<file path="src/logic/qcpu_pkg.sv">
package qcpu_pkg;

	localparam int WORD_W = 8;
	localparam int PC_W = 14;
	localparam int INSTR_W = 16;
	localparam int REG_IDX_W = 4;
	localparam int RAM_ADDR_W = 6;
	localparam int IO_ADDR_W = 8;

	typedef logic [WORD_W-1:0] word_t;
	typedef logic [PC_W-1:0] pc_t;
	typedef logic [INSTR_W-1:0] instr_t;
	typedef logic [REG_IDX_W-1:0] reg_idx_t;
	typedef logic [RAM_ADDR_W-1:0] ram_addr_t;
	typedef logic [IO_ADDR_W-1:0] io_addr_t;

	typedef enum logic {
		CYC_FETCH,
		CYC_EXEC
	} cycle_e;

	typedef enum logic [2:0] {
		OP_IMM,
		OP_JUMP,
		OP_BRANCH,
		OP_REGREG,
		OP_EXT,
		OP_LOAD,
		OP_STORE
	} op_class_e;

	// Instruction field positions
	localparam int F_HI_LSB = 8; // reg-reg opcode, immediate target, RAM base
	localparam int F_MID_LSB = 4; // first register, EXT opcode
	localparam int F_LO_LSB = 0; // second register, EXT register, immediate
	localparam int F_COND_LSB = 11;
	localparam int F_OFF_W = 11;

	localparam logic [3:0] RR_ADD = 4'd0;
	localparam logic [3:0] RR_ADC = 4'd1;
	localparam logic [3:0] RR_SUB = 4'd2;
	localparam logic [3:0] RR_SBB = 4'd3;
	localparam logic [3:0] RR_AND = 4'd4;
	localparam logic [3:0] RR_OR = 4'd5;
	localparam logic [3:0] RR_XOR = 4'd6;
	localparam logic [3:0] RR_NOT = 4'd7;
	localparam logic [3:0] RR_ADDI = 4'd8;
	localparam logic [3:0] RR_ADCI = 4'd9;
	localparam logic [3:0] RR_SUBI = 4'd10;
	localparam logic [3:0] RR_SBBI = 4'd11;
	localparam logic [3:0] RR_LINK = 4'd12;
	localparam logic [3:0] RR_JREG = 4'd13;
	localparam logic [3:0] RR_CMP = 4'd14;

	localparam logic [3:0] EXT_SHR = 4'd0;
	localparam logic [3:0] EXT_SHRC = 4'd1;
	localparam logic [3:0] EXT_SHL = 4'd2;
	localparam logic [3:0] EXT_SHLC = 4'd3;
	localparam logic [3:0] EXT_ROR = 4'd4;
	localparam logic [3:0] EXT_ROL = 4'd5;
	localparam logic [3:0] EXT_SETIO = 4'd6;
	localparam logic [3:0] EXT_IOW = 4'd7;
	localparam logic [3:0] EXT_IOR = 4'd8;
	localparam logic [3:0] EXT_CMPI = 4'd9;
	localparam logic [3:0] EXT_GETF = 4'd13;
	localparam logic [3:0] EXT_SETF = 4'd14;

	localparam io_addr_t IO_DDRA = 8'd0;
	localparam io_addr_t IO_PORTA = 8'd1;
	localparam io_addr_t IO_DDRB = 8'd2;
	localparam io_addr_t IO_PORTB = 8'd3;
	localparam io_addr_t IO_PINA = 8'd4;
	localparam io_addr_t IO_PINB = 8'd5;

endpackage

</file>
<file path="src/logic/qcpu_ifs.sv">
// Decoded fields of the instruction in the IR
interface dec_if;
	qcpu_pkg::op_class_e op_class;
	logic [3:0] opc; // reg-reg or EXT opcode
	qcpu_pkg::reg_idx_t ra;
	qcpu_pkg::reg_idx_t rb;
	qcpu_pkg::reg_idx_t ext_reg;
	qcpu_pkg::word_t imm;
	qcpu_pkg::ram_addr_t base;
	logic [1:0] br_cond;
	qcpu_pkg::pc_t br_off; // Already sign extended
	qcpu_pkg::pc_t jump_tgt;
	logic exec;

	modport src (
		output op_class, opc, ra, rb, ext_reg, imm, base,
		output br_cond, br_off, jump_tgt, exec
	);

	modport snk (
		input op_class, opc, ra, rb, ext_reg, imm, base,
		input br_cond, br_off, jump_tgt, exec
	);
endinterface

// Register file read ports plus the architectural state execute needs
interface rf_if;
	qcpu_pkg::reg_idx_t ra;
	qcpu_pkg::reg_idx_t rb;
	qcpu_pkg::reg_idx_t rx;
	qcpu_pkg::word_t ra_data;
	qcpu_pkg::word_t rb_data;
	qcpu_pkg::word_t rx_data;
	logic flag_c;
	logic flag_z;
	qcpu_pkg::pc_t pc;

	modport idx (output ra, rb, rx);

	modport regs (
		input ra, rb, rx,
		output ra_data, rb_data, rx_data, flag_c, flag_z, pc
	);

	modport rd (input ra, rb, rx, ra_data, rb_data, rx_data, flag_c, flag_z, pc);
endinterface

</file>
<file path="src/logic/qcpu_decode.sv">
module qcpu_decode (
	input  logic clk,
	input  logic rst_n,
	input  logic pause,
	input  qcpu_pkg::instr_t rom_data,
	output logic m1,
	dec_if.src dec,
	rf_if.idx rf
);

	qcpu_pkg::cycle_e state;
	qcpu_pkg::instr_t ir;
	qcpu_pkg::op_class_e op_class;
	logic is_jreg;
	logic is_cmpi;

	always_ff @(posedge clk) begin
		if (!rst_n) begin
			state <= qcpu_pkg::CYC_FETCH;
			ir <= '0;
		end else if (state == qcpu_pkg::CYC_FETCH) begin
			if (!pause) begin
				state <= qcpu_pkg::CYC_EXEC;
				ir <= rom_data; // Old word replaced as the fetch completes
			end
		end else begin
			state <= qcpu_pkg::CYC_FETCH;
		end
	end

	// Class comes from the top bits, EXT is a corner of the reg-reg space
	always_comb begin
		if (ir[15:14] == 2'b00)
			op_class = qcpu_pkg::OP_JUMP;
		else if (ir[15:13] == 3'b011)
			op_class = qcpu_pkg::OP_BRANCH;
		else if (ir[15:12] == 4'b0100)
			op_class = qcpu_pkg::OP_IMM;
		else if (ir[15:8] == 8'b0101_1111)
			op_class = qcpu_pkg::OP_EXT;
		else if (ir[15:12] == 4'b0101)
			op_class = qcpu_pkg::OP_REGREG;
		else if (ir[15:14] == 2'b10)
			op_class = qcpu_pkg::OP_STORE;
		else
			op_class = qcpu_pkg::OP_LOAD;
	end

	assign is_jreg = (op_class == qcpu_pkg::OP_REGREG)
		&& (ir[qcpu_pkg::F_HI_LSB +: 4] == qcpu_pkg::RR_JREG);
	assign is_cmpi = (op_class == qcpu_pkg::OP_EXT)
		&& (ir[qcpu_pkg::F_MID_LSB +: 4] == qcpu_pkg::EXT_CMPI);

	assign dec.op_class = op_class;
	assign dec.opc = (op_class == qcpu_pkg::OP_EXT) ? ir[qcpu_pkg::F_MID_LSB +: 4]
		: ir[qcpu_pkg::F_HI_LSB +: 4];
	assign dec.ra = (op_class == qcpu_pkg::OP_IMM) ? ir[qcpu_pkg::F_HI_LSB +: 4]
		: ir[qcpu_pkg::F_MID_LSB +: 4];
	assign dec.rb = ir[qcpu_pkg::F_LO_LSB +: 4];
	assign dec.ext_reg = ir[qcpu_pkg::F_LO_LSB +: 4];
	assign dec.imm = ir[qcpu_pkg::F_LO_LSB +: 8];
	assign dec.base = ir[qcpu_pkg::F_HI_LSB +: 6];
	assign dec.br_cond = ir[qcpu_pkg::F_COND_LSB +: 2];
	assign dec.br_off = {{(qcpu_pkg::PC_W - qcpu_pkg::F_OFF_W){ir[qcpu_pkg::F_OFF_W-1]}},
		ir[qcpu_pkg::F_OFF_W-1:0]};
	assign dec.jump_tgt = ir[qcpu_pkg::PC_W-1:0];
	assign dec.exec = (state == qcpu_pkg::CYC_EXEC);

	// JREG reads R1/R2, CMPI compares against R1
	assign rf.ra = is_jreg ? qcpu_pkg::reg_idx_t'(1) : ir[qcpu_pkg::F_MID_LSB +: 4];
	assign rf.rb = is_jreg ? qcpu_pkg::reg_idx_t'(2) : ir[qcpu_pkg::F_LO_LSB +: 4];
	assign rf.rx = is_cmpi ? qcpu_pkg::reg_idx_t'(1) : ir[qcpu_pkg::F_LO_LSB +: 4];

	assign m1 = (state == qcpu_pkg::CYC_FETCH);

endmodule

</file>
<file path="src/logic/qcpu_execute.sv">
module qcpu_execute (
	dec_if.snk dec,
	rf_if.rd rf,
	output qcpu_pkg::word_t result,
	output logic new_c,
	output logic new_z,
	output logic reg_we,
	output qcpu_pkg::reg_idx_t wr_idx,
	output logic flags_we,
	output qcpu_pkg::pc_t next_pc,
	output qcpu_pkg::ram_addr_t ram_addr,
	output qcpu_pkg::word_t ram_wdata,
	input  qcpu_pkg::word_t io_rdata
);

	logic [8:0] add_b;
	logic [8:0] add_sum;
	logic [8:0] alu_res;
	logic add_cin;
	logic shift_cin;
	logic take;
	qcpu_pkg::word_t rsh;
	qcpu_pkg::word_t lsh;
	qcpu_pkg::word_t ror;
	qcpu_pkg::word_t rol;
	qcpu_pkg::pc_t pc_inc;

	// opc[3] picks the nibble immediate, opc[1] inverts for subtract
	always_comb begin
		if (dec.opc[3])
			add_b = dec.opc[1] ? {5'b0_1111, ~dec.rb} : {5'b0_0000, dec.rb};
		else
			add_b = dec.opc[1] ? {1'b0, ~rf.rb_data} : {1'b0, rf.rb_data};
	end

	assign add_cin = ((dec.opc[1:0] != 2'd0) & rf.flag_c) | (dec.opc[1:0] == 2'd2);
	assign add_sum = {1'b0, rf.ra_data} + add_b + 9'(add_cin);

	always_comb begin
		case (dec.opc)
			qcpu_pkg::RR_ADD, qcpu_pkg::RR_ADC, qcpu_pkg::RR_SUB, qcpu_pkg::RR_SBB,
			qcpu_pkg::RR_ADDI, qcpu_pkg::RR_ADCI, qcpu_pkg::RR_SUBI, qcpu_pkg::RR_SBBI:
				alu_res = add_sum;
			qcpu_pkg::RR_AND: alu_res = {rf.flag_c, rf.ra_data & rf.rb_data};
			qcpu_pkg::RR_OR: alu_res = {rf.flag_c, rf.ra_data | rf.rb_data};
			qcpu_pkg::RR_XOR: alu_res = {rf.flag_c, rf.ra_data ^ rf.rb_data};
			qcpu_pkg::RR_NOT: alu_res = {rf.flag_c, ~rf.rb_data};
			default: alu_res = {rf.flag_c, rf.ra_data};
		endcase
	end

	assign shift_cin = rf.flag_c & dec.opc[0]; // Odd shift opcodes pull in C
	assign rsh = {shift_cin, rf.rx_data[7:1]};
	assign lsh = {rf.rx_data[6:0], shift_cin};
	assign ror = {rf.rx_data[0], rf.rx_data[7:1]};
	assign rol = {rf.rx_data[6:0], rf.rx_data[7]};

	always_comb begin
		case (dec.br_cond)
			2'd0: take = !rf.flag_c;
			2'd1: take = rf.flag_c;
			2'd2: take = !rf.flag_z;
			default: take = rf.flag_z;
		endcase
	end

	assign pc_inc = rf.pc + qcpu_pkg::pc_t'(1);
	assign ram_addr = dec.base + rf.rb_data[qcpu_pkg::RAM_ADDR_W-1:0];
	assign ram_wdata = rf.ra_data;

	always_comb begin
		result = '0;
		new_c = rf.flag_c;
		new_z = rf.flag_z;
		reg_we = 1'b0;
		flags_we = 1'b0;
		wr_idx = dec.ra;
		next_pc = pc_inc;
		case (dec.op_class)
			qcpu_pkg::OP_IMM: begin
				result = dec.imm;
				reg_we = 1'b1;
			end
			qcpu_pkg::OP_JUMP: next_pc = dec.jump_tgt;
			qcpu_pkg::OP_BRANCH: if (take) next_pc = rf.pc + dec.br_off;
			qcpu_pkg::OP_REGREG: begin
				case (dec.opc)
					qcpu_pkg::RR_LINK: ; // R1/R2 written in result
					qcpu_pkg::RR_JREG: next_pc = {rf.rb_data[5:0], rf.ra_data};
					qcpu_pkg::RR_CMP: begin
						new_c = rf.ra_data >= rf.rb_data;
						new_z = rf.ra_data == rf.rb_data;
						flags_we = 1'b1;
					end
					default: begin
						result = alu_res[7:0];
						new_c = alu_res[8];
						new_z = alu_res[7:0] == '0;
						reg_we = 1'b1;
						flags_we = 1'b1;
					end
				endcase
			end
			qcpu_pkg::OP_EXT: begin
				wr_idx = dec.ext_reg;
				case (dec.opc)
					qcpu_pkg::EXT_SHR, qcpu_pkg::EXT_SHRC: begin
						result = rsh;
						new_c = rf.rx_data[0];
						new_z = rsh == '0;
						reg_we = 1'b1;
						flags_we = 1'b1;
					end
					qcpu_pkg::EXT_SHL, qcpu_pkg::EXT_SHLC: begin
						result = lsh;
						new_c = rf.rx_data[7];
						new_z = lsh == '0;
						reg_we = 1'b1;
						flags_we = 1'b1;
					end
					qcpu_pkg::EXT_ROR: begin
						result = ror;
						new_z = ror == '0;
						reg_we = 1'b1;
						flags_we = 1'b1;
					end
					qcpu_pkg::EXT_ROL: begin
						result = rol;
						new_z = rol == '0;
						reg_we = 1'b1;
						flags_we = 1'b1;
					end
					qcpu_pkg::EXT_SETIO, qcpu_pkg::EXT_IOW: result = rf.rx_data;
					qcpu_pkg::EXT_IOR: begin
						result = io_rdata;
						reg_we = 1'b1;
					end
					qcpu_pkg::EXT_CMPI: begin
						new_c = rf.rx_data >= {4'h0, dec.ext_reg};
						new_z = rf.rx_data == {4'h0, dec.ext_reg};
						flags_we = 1'b1;
					end
					qcpu_pkg::EXT_GETF: begin
						result = {6'b0, rf.flag_z, rf.flag_c};
						reg_we = 1'b1;
					end
					qcpu_pkg::EXT_SETF: begin
						new_c = rf.rx_data[0];
						new_z = rf.rx_data[1];
						flags_we = 1'b1;
					end
					default: ;
				endcase
			end
			qcpu_pkg::OP_LOAD: reg_we = 1'b1; // Data picked up from RAM in result
			default: ;
		endcase
	end

endmodule

</file>
<file path="src/logic/qcpu_result.sv">
module qcpu_result #(
	parameter qcpu_pkg::pc_t RESET_PC = '0
) (
	input  logic clk,
	input  logic rst_n,
	dec_if.snk dec,
	rf_if.regs rf,
	input  qcpu_pkg::word_t result,
	input  logic new_c,
	input  logic new_z,
	input  logic reg_we,
	input  qcpu_pkg::reg_idx_t wr_idx,
	input  logic flags_we,
	input  qcpu_pkg::pc_t next_pc,
	input  qcpu_pkg::word_t ram_rdata,
	output logic ram_we,
	output qcpu_pkg::word_t io_rdata,
	input  qcpu_pkg::word_t pina,
	input  qcpu_pkg::word_t pinb,
	output qcpu_pkg::word_t porta,
	output qcpu_pkg::word_t portb,
	output qcpu_pkg::word_t porta_ddr,
	output qcpu_pkg::word_t portb_ddr
);

	qcpu_pkg::word_t regs [16];
	qcpu_pkg::pc_t pc;
	qcpu_pkg::pc_t pc_link;
	qcpu_pkg::io_addr_t io_addr;
	qcpu_pkg::word_t wdata;
	logic flag_c;
	logic flag_z;
	logic commit;
	logic link;
	logic set_io;
	logic io_wr;

	assign commit = dec.exec;
	assign link = (dec.op_class == qcpu_pkg::OP_REGREG) && (dec.opc == qcpu_pkg::RR_LINK);
	assign set_io = ((dec.op_class == qcpu_pkg::OP_IMM) && (dec.ra == '0))
		|| ((dec.op_class == qcpu_pkg::OP_EXT) && (dec.opc == qcpu_pkg::EXT_SETIO));
	assign io_wr = (dec.op_class == qcpu_pkg::OP_EXT) && (dec.opc == qcpu_pkg::EXT_IOW);
	assign pc_link = pc + qcpu_pkg::pc_t'(2);
	assign wdata = (dec.op_class == qcpu_pkg::OP_LOAD) ? ram_rdata : result;

	always_ff @(posedge clk) begin
		if (commit) begin
			if (link) begin
				regs[1] <= pc_link[7:0];
				regs[2] <= {2'b00, pc_link[qcpu_pkg::PC_W-1:8]};
			end else if (reg_we && wr_idx != '0) begin
				regs[wr_idx] <= wdata;
			end
		end
	end

	always_ff @(posedge clk) begin
		if (!rst_n) begin
			pc <= RESET_PC;
			flag_c <= 1'b0;
			flag_z <= 1'b0;
			io_addr <= '0;
			ram_we <= 1'b0;
			porta <= '0;
			portb <= '0;
			porta_ddr <= '0;
			portb_ddr <= '0;
		end else begin
			ram_we <= commit && (dec.op_class == qcpu_pkg::OP_STORE); // One cycle strobe
			if (commit) begin
				pc <= next_pc;
				if (flags_we) begin
					flag_c <= new_c;
					flag_z <= new_z;
				end
				if (set_io)
					io_addr <= result;
				if (io_wr) begin
					case (io_addr)
						qcpu_pkg::IO_DDRA: porta_ddr <= result;
						qcpu_pkg::IO_PORTA: porta <= result;
						qcpu_pkg::IO_DDRB: portb_ddr <= result;
						qcpu_pkg::IO_PORTB: portb <= result;
						default: ; // Pins and unmapped addresses
					endcase
				end
			end
		end
	end

	always_comb begin
		case (io_addr)
			qcpu_pkg::IO_DDRA: io_rdata = porta_ddr;
			qcpu_pkg::IO_PORTA: io_rdata = porta;
			qcpu_pkg::IO_DDRB: io_rdata = portb_ddr;
			qcpu_pkg::IO_PORTB: io_rdata = portb;
			qcpu_pkg::IO_PINA: io_rdata = pina;
			qcpu_pkg::IO_PINB: io_rdata = pinb;
			default: io_rdata = '0;
		endcase
	end

	// R0 reads as zero
	assign rf.ra_data = (rf.ra == '0) ? '0 : regs[rf.ra];
	assign rf.rb_data = (rf.rb == '0) ? '0 : regs[rf.rb];
	assign rf.rx_data = (rf.rx == '0) ? '0 : regs[rf.rx];
	assign rf.flag_c = flag_c;
	assign rf.flag_z = flag_z;
	assign rf.pc = pc;

endmodule

</file>
<file path="src/logic/qcpu_top.sv">
module qcpu_top #(
	parameter qcpu_pkg::pc_t RESET_PC = '0
) (
	input  logic clk,
	input  logic rst_n,
	input  logic pause,
	output logic m1,
	output qcpu_pkg::pc_t rom_addr,
	input  qcpu_pkg::instr_t rom_data,
	output qcpu_pkg::ram_addr_t ram_addr,
	output qcpu_pkg::word_t ram_wdata,
	input  qcpu_pkg::word_t ram_rdata,
	output logic ram_we,
	output qcpu_pkg::word_t porta,
	output qcpu_pkg::word_t portb,
	output qcpu_pkg::word_t porta_ddr,
	output qcpu_pkg::word_t portb_ddr,
	input  qcpu_pkg::word_t pina,
	input  qcpu_pkg::word_t pinb
);

	dec_if dec_bus ();
	rf_if rf_bus ();

	qcpu_pkg::word_t result;
	qcpu_pkg::word_t io_rdata;
	qcpu_pkg::reg_idx_t wr_idx;
	qcpu_pkg::pc_t next_pc;
	logic new_c;
	logic new_z;
	logic reg_we;
	logic flags_we;

	assign rom_addr = rf_bus.pc; // Fetch straight from the PC

	qcpu_decode u_decode (
		.clk      (clk),
		.rst_n    (rst_n),
		.pause    (pause),
		.rom_data (rom_data),
		.m1       (m1),
		.dec      (dec_bus.src),
		.rf       (rf_bus.idx)
	);

	qcpu_execute u_execute (
		.dec       (dec_bus.snk),
		.rf        (rf_bus.rd),
		.result    (result),
		.new_c     (new_c),
		.new_z     (new_z),
		.reg_we    (reg_we),
		.wr_idx    (wr_idx),
		.flags_we  (flags_we),
		.next_pc   (next_pc),
		.ram_addr  (ram_addr),
		.ram_wdata (ram_wdata),
		.io_rdata  (io_rdata)
	);

	qcpu_result #(
		.RESET_PC (RESET_PC)
	) u_result (
		.clk       (clk),
		.rst_n     (rst_n),
		.dec       (dec_bus.snk),
		.rf        (rf_bus.regs),
		.result    (result),
		.new_c     (new_c),
		.new_z     (new_z),
		.reg_we    (reg_we),
		.wr_idx    (wr_idx),
		.flags_we  (flags_we),
		.next_pc   (next_pc),
		.ram_rdata (ram_rdata),
		.ram_we    (ram_we),
		.io_rdata  (io_rdata),
		.pina      (pina),
		.pinb      (pinb),
		.porta     (porta),
		.portb     (portb),
		.porta_ddr (porta_ddr),
		.portb_ddr (portb_ddr)
	);

endmodule

</file>
<file path="config.mk">
export PLATFORM = sky130hd
export DESIGN_NAME = qcpu_top
export DESIGN_NICKNAME = d
export VERILOG_FILES = /design/src/logic/qcpu_pkg.sv /design/src/logic/qcpu_ifs.sv /design/src/logic/qcpu_decode.sv /design/src/logic/qcpu_execute.sv /design/src/logic/qcpu_result.sv /design/src/logic/qcpu_top.sv
export SDC_FILE = /design/constraint.sdc
export NUM_CORES = 1
export LEC_CHECK = 0
export BUFFER_PORTS_ARGS = -buffer_cell sky130_fd_sc_hd__buf_4
export CORE_MARGIN = 2
export CORE_UTILIZATION = 65
export CTS_BUF_LIST = sky130_fd_sc_hd__clkbuf_2
export CTS_CLUSTER_SIZE = 28
export DETAILED_ROUTE_END_ITERATION = 8
export PLACE_DENSITY = 0.95
export SLEW_MARGIN = 20
export SYNTH_ARGS = -nofsm -noshare
export SYNTH_HDL_FRONTEND = slang
export SYNTH_HIERARCHICAL = 1
export SYNTH_SLANG_ARGS = --single-unit
</file>
<file path="constraint.sdc">
create_clock -name clk -period 8.3 [get_ports clk]
set_input_delay 0.415 -clock clk [delete_from_list [all_inputs] [get_ports clk]]
set_output_delay 0.415 -clock clk [all_outputs]
set_load 0.01 [all_outputs]
</file>
* Yosys cells after proc, flatten, opt, wreduce, memory -nomap -nowiden
Memories as Yosys holds them, arrays and structs flattened.
Cells that the tools add are included.
** Operators by class
- $add $sub $neg :: 6
- Order comparisons :: 2
- Equality and inequality tests :: 45
- Multiplexer cells :: 51
- Bitwise logic cells :: 11
- Reductions and logical operators :: 48
** Operators with widths (count)
- $mux W8 :: 8
- $pmux W8 S7 :: 1
- $logic_not A8 Y1 :: 6
- $pmux W8 S6 :: 1
- $pmux W9 S5 :: 1
- $pmux W14 S3 :: 1
- $eq A4 B4 Y1 const B :: 9
- $reduce_or A8 Y1 :: 4
- $mux W14 :: 2
- $mux W4 :: 7
- $eq A4 B3 Y1 const B :: 6
- $pmux W8 S3 :: 1
- $logic_not A4 Y1 :: 5
- $eq A8 B2 Y1 const B :: 2
- $eq A8 B3 Y1 const B :: 2
- $mux W3 :: 5
- $add A14 B1 Y14 const B :: 1
- $add A14 B14 Y14 :: 1
- $add A14 B2 Y14 const B :: 1
- $mux W1 :: 13
- $ne A3 B2 Y1 const B :: 4
- $reduce_and A3 Y1 :: 4
- $reduce_or A2 Y1 :: 6
- $pmux W1 S2 :: 5
- other kinds (43) :: 67
** Word-level totals
- Flip-flop bits (word level) :: 74
- RAM bits :: 128
- Input bits :: 43
- Output and inout port bits :: 62
- Memories kept :: 1
** Memory list
- u_result.regs :: words 16, width 8, rd ports 3, clocked after Yosys merged registers in 0, write ports 2, RTL line qcpu_result.sv:26 : qcpu_pkg::word_t regs [16];

* Depth between registers and ports, before layout
- Depth in word-level cells :: 22
- Depth in mapped cells :: 22
- Gate-level depth less buffers :: 20

* By module
Netlist, hierarchy kept.
** By module, submodules not included
- qcpu_result :: instances 1, cells an instance 815, area each 9989.6 um^2, seq. area each 4724.5 um^2
- qcpu_execute :: instances 1, cells an instance 586, area each 4073.9 um^2, seq. area each 0.0 um^2
- qcpu_decode :: instances 1, cells an instance 162, area each 1328.8 um^2, seq. area each 340.3 um^2

* Worst setup path after synthesis
Ideal clock, no wire load.
- Kind :: reg-to-reg
- Start :: register u_decode.ir[10]
- End :: memory u_result/regs[10][7] (netlist bit) (data pin)
- Library setup time :: 0.285 ns
- Data arrival time :: 5.407 ns
- Required time :: 8.015 ns
- Slack :: 2.608 ns
- Stages on the path, launching flop included :: 21
- Clock period less this slack :: 5.692 ns
- Cells stage by stage :: dfxtp_1 nand3_1 nor4b_4 or2_2 clkbuf_1 buf_1 buf_1 mux4_2 nand2_1 o221ai_1 mux2i_1 xnor2_1 fa_1 a211oi_1 o21bai_1 o311ai_0 mux2i_1 a21oi_1 o221ai_1 mux2i_1 mux2i_1
** RTL lines
- start, declared :: RTL line qcpu_decode.sv:12 : qcpu_pkg::instr_t ir;
- start signal, assigned :: RTL line qcpu_decode.sv:24 : ir <= rom_data;
- end, declared :: RTL line qcpu_result.sv:26

==> out/metrics.csv <==
metric,value,unit
dp_cells,1873,
postCtsSetupBuffers,0,
fp.dieArea,24930,um2
crit_chain,"nand3_1, nor4b_4, or2_2, nor2b_1, a22oi_1, o21a_1, o221ai_1, mux2i_1, xnor2_1, ha_1, a211oi_1, o21bai_1, o311ai_0, mux2i_1, a21oi_1, o221ai_1, mux2i_1, mux2i_1, buf_4",
yosysTopAreaCell,edfxtp_1,
cpMaxStageDelayCell,dfxtp_1,
netlist.area_leader.share,0.2302,
io_pins,105,
status,"complete, no violations",
synth_edf_count,118,
syn-cell-area,15390,um2
clk_pin_slew_worst_paths,0.30,ns
clock.fmax,148.9,MHz
drv_cap,0,
leakage,5.912,nW
hold_viol,0,
synth_most_common_cell,nand2_1,
power,0.002289,W
routed-via-count,13860,
gp_congestion,1.040,
p_per_area,137.7,nW/um2
seq_area_frac_synth,0.3291,
root_buffer,clkbuf_2,
cp_max_fo,27,
port_buffers,104,
finalSetupTns,0,ns
period_needed,6.716,ns
wl_per_cell,25.98,um
antenna_left,0,
vdd_drop_max,0.1067,mV
drt_pre_antenna_iters,9,
clock_latency,0.83,ns
synth_commonest_cells,"nand2_1 (151), edfxtp_1 (118), mux2i_1 (110)",
path_class,reg -> reg,
rows,56,
clockBufferDepth,2,
critPathLaunch,u_decode/ir[10],
skew,0.04687,ns
arrival,7.31,ns
yosys_register_bits,194,
synthCells,1563,
slew_headroom,0.2080,
drive_gt1_frac,0.2119,
die_x,157.9,um
async_reset_ff_frac,0,
startpoint_type,flip-flop,
area_growth,8.007,%
initial_utilization,0.6597,
syn_nets,1665,
routed_wirelength,50250,um
r2r-start,u_decode/ir[10],
finalCritPeriodShare,0.8091,
synthDistinctLibCells,93,
hold_path.class,in -> reg,
fp.dieH,157.9,um
cts_tree,done,
finalSetupViolations,0,
drc_errors,0,
rsz0062_at_grt,false,
cts_max_level,4,
gr-total-overflow,0,
synth_warnings,6,
layout.cells.non_filler,1934,
grt_max_degree,83,
synth.avg_cell_area,9.848,um2
drv_slew,0,
path_common_cell,mux2i_1,
antenna_found_initial,3,
synth_area_leaders,"edfxtp_1 (23%), dfxtp_1 (9.9%), mux4_2 (8.2%)",
synth_ff_type,edfxtp_1,
tightest_slew,1.188,ns
via_per_inst,7.167,
fp.coreArea,23330,um2
globalRouteTotalUtil,0.4004,
fin_nets,1703,
drt_iter0_drc,2581,
hpwl,36720,um
cts_num_sinks,194,
first_global_vias,12870,
grt_first_pass_wirelength,74880,um
cts_buffers,17,
crit_path_max_incr_delay,0.70,ns
end_kind,flip-flop,
finalHoldWorstSlack,0.05010,ns
crit_required,8.89,ns
hold_start,ram_rdata[6],
[per-layer routing]
layer | wire length [um] | up-vias | global-route usage | share of wire
met4 | 2669 | 2 | 0.1857 | 0.053
li1 | - | 5906 | - | -
met5 | 8 | - | 0 | 0.00016
met3 | 6347 | 229 | 0.1232 | 0.13
met2 | 22530 | 1064 | 0.6224 | 0.45
met1 | 18700 | 6660 | 0.5133 | 0.37
[path summary, 6_finish.rpt]
kind	to	depth (start not counted)	slack, ns
worst min-delay path	u_result/regs[2][6]	3	0.05
worst min register to register	u_result/portb_ddr[6]	2	0.49
worst max register to register	u_result/regs[15][7]	19	1.58
worst max-delay path	u_result/regs[15][7]	19	1.58
[cells in the final DEF, fill, tap and decap left out, types with 7 or more instances in the layout]
cell and count:
a221oi_1 14, nor2b_1 38, nor2_1 78, a32oi_1 9, mux4_2 56, and3_1 7
o22ai_1 9, xor2_1 15, a22oi_1 29, mux2_2 69, or2_2 8, o21ai_0 59
a31oi_1 9, dlygate4sd3_1 28, o221ai_1 36, mux2i_1 110, edfxtp_1 118, a21oi_1 53
a21boi_1 7, nand3_1 49, nand2_1 151, clkbuf_2 17, a211oi_1 7, nor3_1 19
and2_1 13, o211ai_1 8, o21a_1 17, dfxtp_1 76, nand2b_1 17, xnor2_1 36
a21boi_0 21, inv_1 65, buf_4 148, nor4_1 9, ha_1 55, a22o_1 7
[flip-flops by register name, indices dropped and copies added (netlist names)]
name	count
u_result/rf.pc	14
u_result/regs	120
u_decode/ir	16
u_result/ram_we	1
u_result/rf.flag_c	1
u_result/rf.flag_z	1
u_decode/dec.exec	1
u_result/portb_ddr	8
u_result/porta	8
u_result/io_addr	8
u_result/porta_ddr	8
u_result/portb	8
[cells by family (layout without fill, tap and decap cells)]
group           after synthesis  in the layout  synth area share
compound gates              361            361            0.1687
xor+xnor                     52             52           0.03008
fa+ha+maj                    59             59           0.04991
buf+inv                     223            274           0.07178
flops                       194            194            0.3291
mux                         236            236            0.2054
other cells                   0              1                 0
simple gates                438            438            0.1451
[worst max-delay path: cells and delay by family, from the launching register on]
| family | cells | cell delay (ns) |
|---|---|---|
| mux | 4 | 0.72 |
| compound gates | 8 | 2.45 |
| buf+inv | 1 | 0.21 |
| flops | 1 | 0.70 |
| xor+xnor | 1 | 0.17 |
| simple gates | 4 | 1.98 |
| fa+ha+maj | 1 | 0.26 |
[metrics by stage]
stage	instance area, um2	setup WS (ns)	util
after global routing	16620	1.359	0.7125
after detailed placement	16080	1.828	0.6890
final	16620	1.584	0.7125
after floorplan	15390	2.608	-
after CTS	16620	1.786	0.7124
after global placement	16080	2.063	0.6890
[timing repair]
item                       4_1_cts  5_1_grt
resized for setup                0        0
hold endpoints to repair        18        0
setup endpoints to repair        0        0
hold buffers                    28        0
[power by group]
part           leakage, nW  total (W)  switching, W  internal, W
clock network        0.154   0.000506      0.000398     0.000108
logic                 4.07   0.000718      0.000435     0.000282
registers             1.69    0.00107     0.0000274      0.00104
[final cells by class]
class                      instances  area, um2
clock inverter                    15      181.4
fill                            1693       6708
timing repair buffer             176       1391
multi-input combinational       1146       9253
clock buffer                      17      85.08
sequential                       194       5065
tap                              319      399.1
inverter                          66      247.7
antenna                            1      2.502
(Power assumes the default switching activity.)
